===== src/include/lsu_consts.svh =====
`ifndef LSU_CONSTS_SVH
`define LSU_CONSTS_SVH

// Data and address width.
`define LSU_DATA_W 32

// Size of the SRAM in data words.
`define LSU_MEM_WORDS 256

// Cycles from address acceptance to the slave's response valid.
`define LSU_MEM_LATENCY 3

// Fixed AXI fields for single-beat transfers.
`define LSU_AXI_ID 4'h0
`define LSU_AXI_LEN 8'h00
`define LSU_AXI_BURST_INCR 2'b01

`endif


===== src/verilog/lsu_pkg.sv =====
`include "lsu_consts.svh"

package lsu_pkg;

  typedef logic [`LSU_DATA_W-1:0] addr_t;
  typedef logic [`LSU_DATA_W-1:0] data_t;
  typedef logic [`LSU_DATA_W/8-1:0] strb_t;

  // 0 byte, 1 half, 2 word.
  typedef logic [1:0] access_size_t;

  typedef logic [3:0] axi_id_t;
  typedef logic [7:0] axi_len_t;
  typedef logic [2:0] axi_size_t;
  typedef logic [1:0] axi_burst_t;

  typedef struct packed {
    axi_id_t    awid;
    addr_t      awaddr;
    axi_len_t   awlen;
    axi_size_t  awsize;
    axi_burst_t awburst;
    logic       awvalid;
    data_t      wdata;
    strb_t      wstrb;
    logic       wlast;
    logic       wvalid;
    logic       bready;
  } axi_w_m2s_t;

  typedef struct packed {
    logic awready;
    logic wready;
    logic bvalid;
  } axi_w_s2m_t;

  typedef struct packed {
    axi_id_t    arid;
    addr_t      araddr;
    axi_len_t   arlen;
    axi_size_t  arsize;
    axi_burst_t arburst;
    logic       arvalid;
    logic       rready;
  } axi_r_m2s_t;

  typedef struct packed {
    logic  arready;
    logic  rvalid;
    data_t rdata;
  } axi_r_s2m_t;

endpackage


===== src/verilog/lsu.sv =====
`timescale 1ns/1ps
`include "lsu_consts.svh"

module lsu (
  input  logic                  clock,
  input  logic                  reset,
  input  logic                  exu2lsu_valid,
  output logic                  lsu2exu_ready,
  input  lsu_pkg::addr_t        lsu_addr,
  input  lsu_pkg::access_size_t lsu_size,
  input  logic                  lsu_sext,
  input  logic                  lsu_write,
  input  lsu_pkg::data_t        lsu_wdata,
  output logic                  lsu2exu_valid,
  output lsu_pkg::data_t        lsu_rdata,
  output lsu_pkg::axi_w_m2s_t   lsu_w_m2s,
  input  lsu_pkg::axi_w_s2m_t   lsu_w_s2m,
  output lsu_pkg::axi_r_m2s_t   lsu_r_m2s,
  input  lsu_pkg::axi_r_s2m_t   lsu_r_s2m
);

  typedef enum logic {
    IDLE,
    EXEC
  } state_e;

  state_e state;
  state_e state_next;
  logic   accept;

  logic ar_valid;
  logic aw_valid;
  logic w_valid;
  logic r_ready;
  logic b_ready;

  lsu_pkg::addr_t        addr_q;
  lsu_pkg::access_size_t size_q;
  logic                  sext_q;
  lsu_pkg::data_t        wdata_q;
  lsu_pkg::strb_t        wstrb_q;

  lsu_pkg::access_size_t align_size;
  logic [1:0]            align_offset;
  lsu_pkg::strb_t        wstrb_lane;
  lsu_pkg::data_t        wdata_lane;
  lsu_pkg::data_t        rdata_ext;

  assign accept = (state == IDLE) & exu2lsu_valid & lsu2exu_ready;

  // Stores align the incoming request, loads the held one.
  assign align_size   = (state == IDLE) ? lsu_size : size_q;
  assign align_offset = (state == IDLE) ? lsu_addr[1:0] : addr_q[1:0];

  lsu_data_align lsu_data_align_inst (
    .size       (align_size),
    .offset     (align_offset),
    .wdata      (lsu_wdata),
    .sext       (sext_q),
    .rdata_raw  (lsu_r_s2m.rdata),
    .wstrb      (wstrb_lane),
    .wdata_lane (wdata_lane),
    .rdata_ext  (rdata_ext)
  );

  always_ff @(posedge clock) begin
    if (reset) begin
      state <= IDLE;
    end else begin
      state <= state_next;
    end
  end

  always_comb begin
    state_next = state;
    case (state)
      IDLE: if (accept) state_next = EXEC;
      EXEC: if (lsu_r_s2m.rvalid | lsu_w_s2m.bvalid) state_next = IDLE;
      default: state_next = IDLE;
    endcase
  end

  // Execute-side handshake. Stores complete early.
  always_ff @(posedge clock) begin
    if (reset) begin
      lsu2exu_valid <= 1'b0;
      lsu2exu_ready <= 1'b1;
      lsu_rdata     <= '0;
    end else begin
      lsu2exu_valid <= 1'b0;
      case (state)
        IDLE: begin
          if (accept) begin
            lsu2exu_valid <= lsu_write;
            lsu2exu_ready <= 1'b0;
          end else begin
            lsu2exu_ready <= 1'b1;
          end
        end
        EXEC: begin
          if (lsu_r_s2m.rvalid) begin
            lsu2exu_valid <= 1'b1;
            lsu2exu_ready <= 1'b1;
            lsu_rdata     <= rdata_ext;
          end else if (lsu_w_s2m.bvalid) begin
            lsu2exu_ready <= 1'b1;
          end
        end
        default: lsu2exu_ready <= 1'b1;
      endcase
    end
  end

  // AXI valids and response readies.
  always_ff @(posedge clock) begin
    if (reset) begin
      ar_valid <= 1'b0;
      aw_valid <= 1'b0;
      w_valid  <= 1'b0;
      r_ready  <= 1'b0;
      b_ready  <= 1'b0;
    end else begin
      r_ready <= 1'b0;
      b_ready <= 1'b0;
      case (state)
        IDLE: begin
          if (accept) begin
            ar_valid <= ~lsu_write;
            aw_valid <= lsu_write;
            w_valid  <= lsu_write;
          end
        end
        EXEC: begin
          if (lsu_r_s2m.arready) ar_valid <= 1'b0;
          if (lsu_w_s2m.awready) aw_valid <= 1'b0;
          if (lsu_w_s2m.wready) w_valid <= 1'b0;
          r_ready <= lsu_r_s2m.rvalid;
          b_ready <= lsu_w_s2m.bvalid;
        end
        default: ;
      endcase
    end
  end

  always_ff @(posedge clock) begin
    if (accept) begin
      addr_q <= lsu_addr;
      size_q <= lsu_size;
      if (lsu_write) begin
        wdata_q <= wdata_lane;
        wstrb_q <= wstrb_lane;
      end else begin
        sext_q <= lsu_sext;
      end
    end
  end

  always_comb begin
    lsu_w_m2s.awid    = `LSU_AXI_ID;
    lsu_w_m2s.awaddr  = addr_q;
    lsu_w_m2s.awlen   = `LSU_AXI_LEN;
    lsu_w_m2s.awsize  = {1'b0, size_q};
    lsu_w_m2s.awburst = `LSU_AXI_BURST_INCR;
    lsu_w_m2s.awvalid = aw_valid;
    lsu_w_m2s.wdata   = wdata_q;
    lsu_w_m2s.wstrb   = wstrb_q;
    lsu_w_m2s.wlast   = 1'b1;
    lsu_w_m2s.wvalid  = w_valid;
    lsu_w_m2s.bready  = b_ready;

    lsu_r_m2s.arid    = `LSU_AXI_ID;
    lsu_r_m2s.araddr  = addr_q;
    lsu_r_m2s.arlen   = `LSU_AXI_LEN;
    lsu_r_m2s.arsize  = {1'b0, size_q};
    lsu_r_m2s.arburst = `LSU_AXI_BURST_INCR;
    lsu_r_m2s.arvalid = ar_valid;
    lsu_r_m2s.rready  = r_ready;
  end

endmodule


===== src/verilog/lsu_data_align.sv =====
`timescale 1ns/1ps

module lsu_data_align (
  input  lsu_pkg::access_size_t size,
  input  logic [1:0]            offset,
  input  lsu_pkg::data_t        wdata,
  input  logic                  sext,
  input  lsu_pkg::data_t        rdata_raw,
  output lsu_pkg::strb_t        wstrb,
  output lsu_pkg::data_t        wdata_lane,
  output lsu_pkg::data_t        rdata_ext
);

  lsu_pkg::strb_t base_strb;
  lsu_pkg::data_t rdata_shift;
  logic [4:0]     bit_shift;

  assign bit_shift = {offset, 3'b000};

  // Strobe pattern for the access size at lane 0.
  always_comb begin
    case (size)
      2'd0:    base_strb = lsu_pkg::strb_t'(1);
      2'd1:    base_strb = lsu_pkg::strb_t'(3);
      2'd2:    base_strb = '1;
      default: base_strb = '0;
    endcase
  end

  assign wstrb       = base_strb << offset;
  assign wdata_lane  = wdata << bit_shift;
  assign rdata_shift = rdata_raw >> bit_shift;

  // A set sext flag selects zero extension.
  always_comb begin
    case (size)
      2'd0: begin
        if (sext) begin
          rdata_ext = lsu_pkg::data_t'(rdata_shift[7:0]);
        end else begin
          rdata_ext = lsu_pkg::data_t'($signed(rdata_shift[7:0]));
        end
      end
      2'd1: begin
        if (sext) begin
          rdata_ext = lsu_pkg::data_t'(rdata_shift[15:0]);
        end else begin
          rdata_ext = lsu_pkg::data_t'($signed(rdata_shift[15:0]));
        end
      end
      default: rdata_ext = rdata_shift;
    endcase
  end

endmodule


===== config.mk =====
export PLATFORM = sky130hd
export DESIGN_NAME = lsu
export DESIGN_NICKNAME = d
export VERILOG_FILES = /design/src/verilog/lsu_pkg.sv /design/src/verilog/lsu.sv /design/src/verilog/lsu_data_align.sv
export VERILOG_INCLUDE_DIRS = /design/src /design/src/include
export SDC_FILE = /design/constraint.sdc
export NUM_CORES = 1
export LEC_CHECK = 0
export ABC_CLOCK_PERIOD_IN_PS = 2820
export BUFFER_PORTS_ARGS = -buffer_cell sky130_fd_sc_hd__buf_4
export CAP_MARGIN = 20
export CORE_ASPECT_RATIO = 0.75
export CORE_UTILIZATION = 46
export DETAILED_ROUTE_END_ITERATION = 8
export GPL_ROUTABILITY_DRIVEN = 0
export GPL_TIMING_DRIVEN = 0
export MAX_ROUTING_LAYER = met4
export PLACE_DENSITY = 0.89
export SLEW_MARGIN = 0
export SYNTH_ARGS = -nofsm -noshare
export SYNTH_HDL_FRONTEND = slang
export SYNTH_HIERARCHICAL = 1
export SYNTH_SLANG_ARGS = --single-unit

===== constraint.sdc =====
create_clock -name clock -period 2.82 [get_ports clock]
set_input_delay 0 -clock clock [delete_from_list [all_inputs] [get_ports clock]]
set_output_delay 0 -clock clock [all_outputs]
set_load 0.005 [all_outputs]

==> metrics.csv <==
metric,value,unit
grt_antenna_before_repair,0,
critical_path.startpoint_type,flip-flop,
via_count,5028,
timing.slew.headroom,0.465,
share_of_the_clock_period_used_by_the_worst_path,0.887,
cts-htree-levels,3,
multi_input_gate_area_in_the_final_layout,1980,um2
fmax,400,MHz
violation_count_after_the_first_detailed_routing_iteration,320,
buffer_count_from_post_cts_setup_fixing,0,
power_leakage,3.88,nW
layout_cells_sized_above_1,0.438,
synth.lib_cells_used.distinct,40,
die_h,97.2,um
hold_path.startpoint,lsu_wdata[12],
ys_dominant_reg_cell,edfxtp_1,
vdd_ir_drop_max,0.322,mV
whs_endpoint,wdata_q[12],
grt.total_usage,0.283,
data_arrival_critical_path,2.60,ns
fin_nets,978,
syn-mean-instance-area,10.6,um2
overflow,0,
setup_total_negative_slack,0,ns
maxSlewViolCount,0,
numCtsBuffers,9,
timing.max_cap.violations,0,
drt.antenna.violating_nets,0,
dieArea,12500,um2
postSynthCellCount,523,
edff_count_synth,71,
layout_setup_ws,0.317,ns
r2r_cells,6,
place.port_buffers,249,
synth.yosys.warnings,6,
chipWidth,129,um
floorplan.initialDensity,0.475,
global_route_wire_length_before_repair,26.1,mm
number_of_register_bits_inferred_by_synthesis,111,
num_io_pins,282,
detail_route.first_pass.iterations,5,
post-route-drc-count,0,
critPathKind,flip-flop to flip-flop,
clock_slew_at_reported_path_ffs,0.07,ns
seq_area_frac_synth,0.528,
antenna_cells_inserted,0,
clock_tree_from_tritoncts,done,
hp-class,primary input to flip-flop,
rsz0062_at_grt,false,
sequential_cell_area,2930,um2
outcome,"complete, no violations",
synth.cell_area,5560,um2
fp.coreArea,11700,um2
finClkSkew,0.00546,ns
cts.root.buffer_cell,clkbuf_16,
number_of_hold_slack_violations_in_the_final_timing_report,0,
routed_wl,17.3,mm
place_ws,0.299,ns
worst-slew-pin-transition,0.802,ns
worst_ep_required_time,2.92,ns
post-dp-hpwl,12.3,mm
ff2ff_setup_slack,0.32,ns
areaGrowthSynthToFinish,54.6,%
min_delay_path_depth,3,
powerDensity,474,nW/um2
endpoint_kind,flip-flop,
post_drt_wl_per_cell,16.8,um
clk_latency,0.34,ns
asyncSetResetFlopFracSynth,0,
clock_sink_count,111,
final-setup-viol-count,0,
cts_max_path_buffers,2,
grt_max_degree,37,
post_dr_vias_cell,4.87,
layout.filler_cells,835,
timing.critical_path.fanout_max,36,
r2r-end,wdata_q[8],
core.rowCount,34,
timing.final.crit_period,2.50,ns
rr_startpoint,state,
via_count_of_the_first_global_routing_pass,5022,
## through the flow
stage / cell area, um2 / hold WS [ns] / util / cells / power [mW]
global placement: 7740 / 0.178 / 0.662 / 963 / 2.74
detailed placement: 7770 / 0.180 / 0.664 / 964 / 2.76
floorplan: 5670 / 0.0939 / - / 552 / 2.35
CTS: 8590 / 0.00398 / 0.735 / 1032 / 4.08
global route: 8590 / 0.0116 / 0.735 / 1032 / 4.24
finish: 8590 / 0.0185 / 0.735 / 1032 / 4.08
## state kept, by name, summed over array words and instances, names as in the netlist
name / count
addr_q: 32
ar_valid: 1
aw_valid: 1
b_ready: 1
lsu2exu_ready: 1
lsu2exu_valid: 1
lsu_rdata: 32
r_ready: 1
sext_q: 1
size_q: 2
state: 1
w_valid: 1
wdata_q: 32
wstrb_q: 4
## cell usage after synthesis (2+ instances only)
library cell,count,area [um2]
dfxtp_1,40,801
buf_4,81,608
a21oi_1,44,220
o21ai_1,3,15.0
o211ai_1,16,120
a211oi_1,8,60.1
buf_6,4,45.0
mux2_2,12,135
ha_1,4,50.1
mux2_4,2,30.0
o21ai_0,22,110
mux2i_1,33,330
a221oi_2,2,30.0
buf_2,8,40.0
a2bb2oi_1,6,52.6
nor2_1,13,48.8
clkbuf_1,8,30.0
conb_1,2,7.51
inv_1,5,18.8
and2_1,9,56.3
nand2_1,101,379
edfxtp_1,71,2130
nand2b_1,3,18.8
nor2b_1,10,62.6
## power by group
group	switching (mW)	internal (mW)	total (mW)
Clock	0.578	0.692	1.27
Combinational	0.424	0.506	0.930
Sequential	0.0419	1.83	1.88
Total	1.04	3.03	4.08
## critical path, cell delays in order, from the launching register on
cell	delay, ns
dfxtp_1	0.36
buf_6	0.17
nand3b_4	0.18
clkinv_2	0.51
nand2_4	0.33
inv_1	0.39
buf_16	0.31
## per-layer routing
layer / global-route usage / wire length [um] / share of wire / vias up
met5: - / 0 / 0 / -
met4: 0.0733 / 293 / 0.017 / 0
met3: 0.0578 / 1320 / 0.076 / 23
met2: 0.489 / 8670 / 0.50 / 234
met1: 0.334 / 7030 / 0.41 / 2365
li1: - / - / - / 2406
## repair_timing
action / in CTS / in global routing
gates resized for setup: 0 / 0
hold buffers: 53 / 0
endpoints found under the hold margin: 56 / 0
## kinds of logic (layout without fill, tap and decap cells)
logic type / count (synthesis) / count (layout) / synth area share
AOI/OAI and AO/OA: 104 / 104 / 0.116
adders and majority gates: 4 / 4 / 0.00900
buffers and inverters: 108 / 426 / 0.135
DFF: 111 / 111 / 0.528
muxes: 47 / 47 / 0.0891
other: 2 / 31 / 0.00135
and+or+nand+nor: 147 / 147 / 0.122
## layout make-up
type                    instances  area share
clock buffers                   9      0.0262
plain buffers                 102      0.0846
flip-flops and latches        111       0.341
inverters                       6     0.00277
well taps                     162      0.0236
repair buffers                303       0.282
clock inverters                 6     0.00830
multi-input cells             333       0.231
## worst max path at each step
| stage | from | end | slack, ns | cells after the start |
|---|---|---|---|---|
| floorplan | state | wdata_q[0] | 0.63 | 5 |
| global placement | state | wdata_q[19] | 0.18 | 5 |
| detailed placement | state | wdata_q[19] | 0.30 | 6 |
| CTS | state | wdata_q[19] | 0.29 | 6 |
| global route | state | wdata_q[8] | 0.13 | 6 |
| finish | state | wdata_q[8] | 0.32 | 6 |
## cell usage in the layout (no fill, tap or decap), drive strengths merged, types with 2 or more instances in the layout
| cell type | synthesis | layout |
|---|---|---|
| conb | 2 | 31 |
| edfxtp | 71 | 71 |
| dfxtp | 40 | 40 |
| nor2b | 10 | 10 |
| mux2 | 14 | 14 |
| clkbuf | 8 | 17 |
| nand2 | 103 | 103 |
| nor2 | 13 | 13 |
| a2bb2oi | 6 | 6 |
| o211ai | 16 | 16 |
| a221oi | 2 | 2 |
| and2 | 9 | 9 |
| nor3 | 2 | 2 |
| dlygate4sd3 | 0 | 53 |
| buf | 94 | 344 |
| mux2i | 33 | 33 |
| o21ai | 25 | 25 |
| a21oi | 44 | 44 |
| nand3b | 2 | 2 |
| inv | 5 | 6 |
| a211oi | 8 | 8 |
| ha | 4 | 4 |
| clkinv | 1 | 4 |
| nand2b | 3 | 3 |
Note: power is estimated with default switching activity, not from simulation.
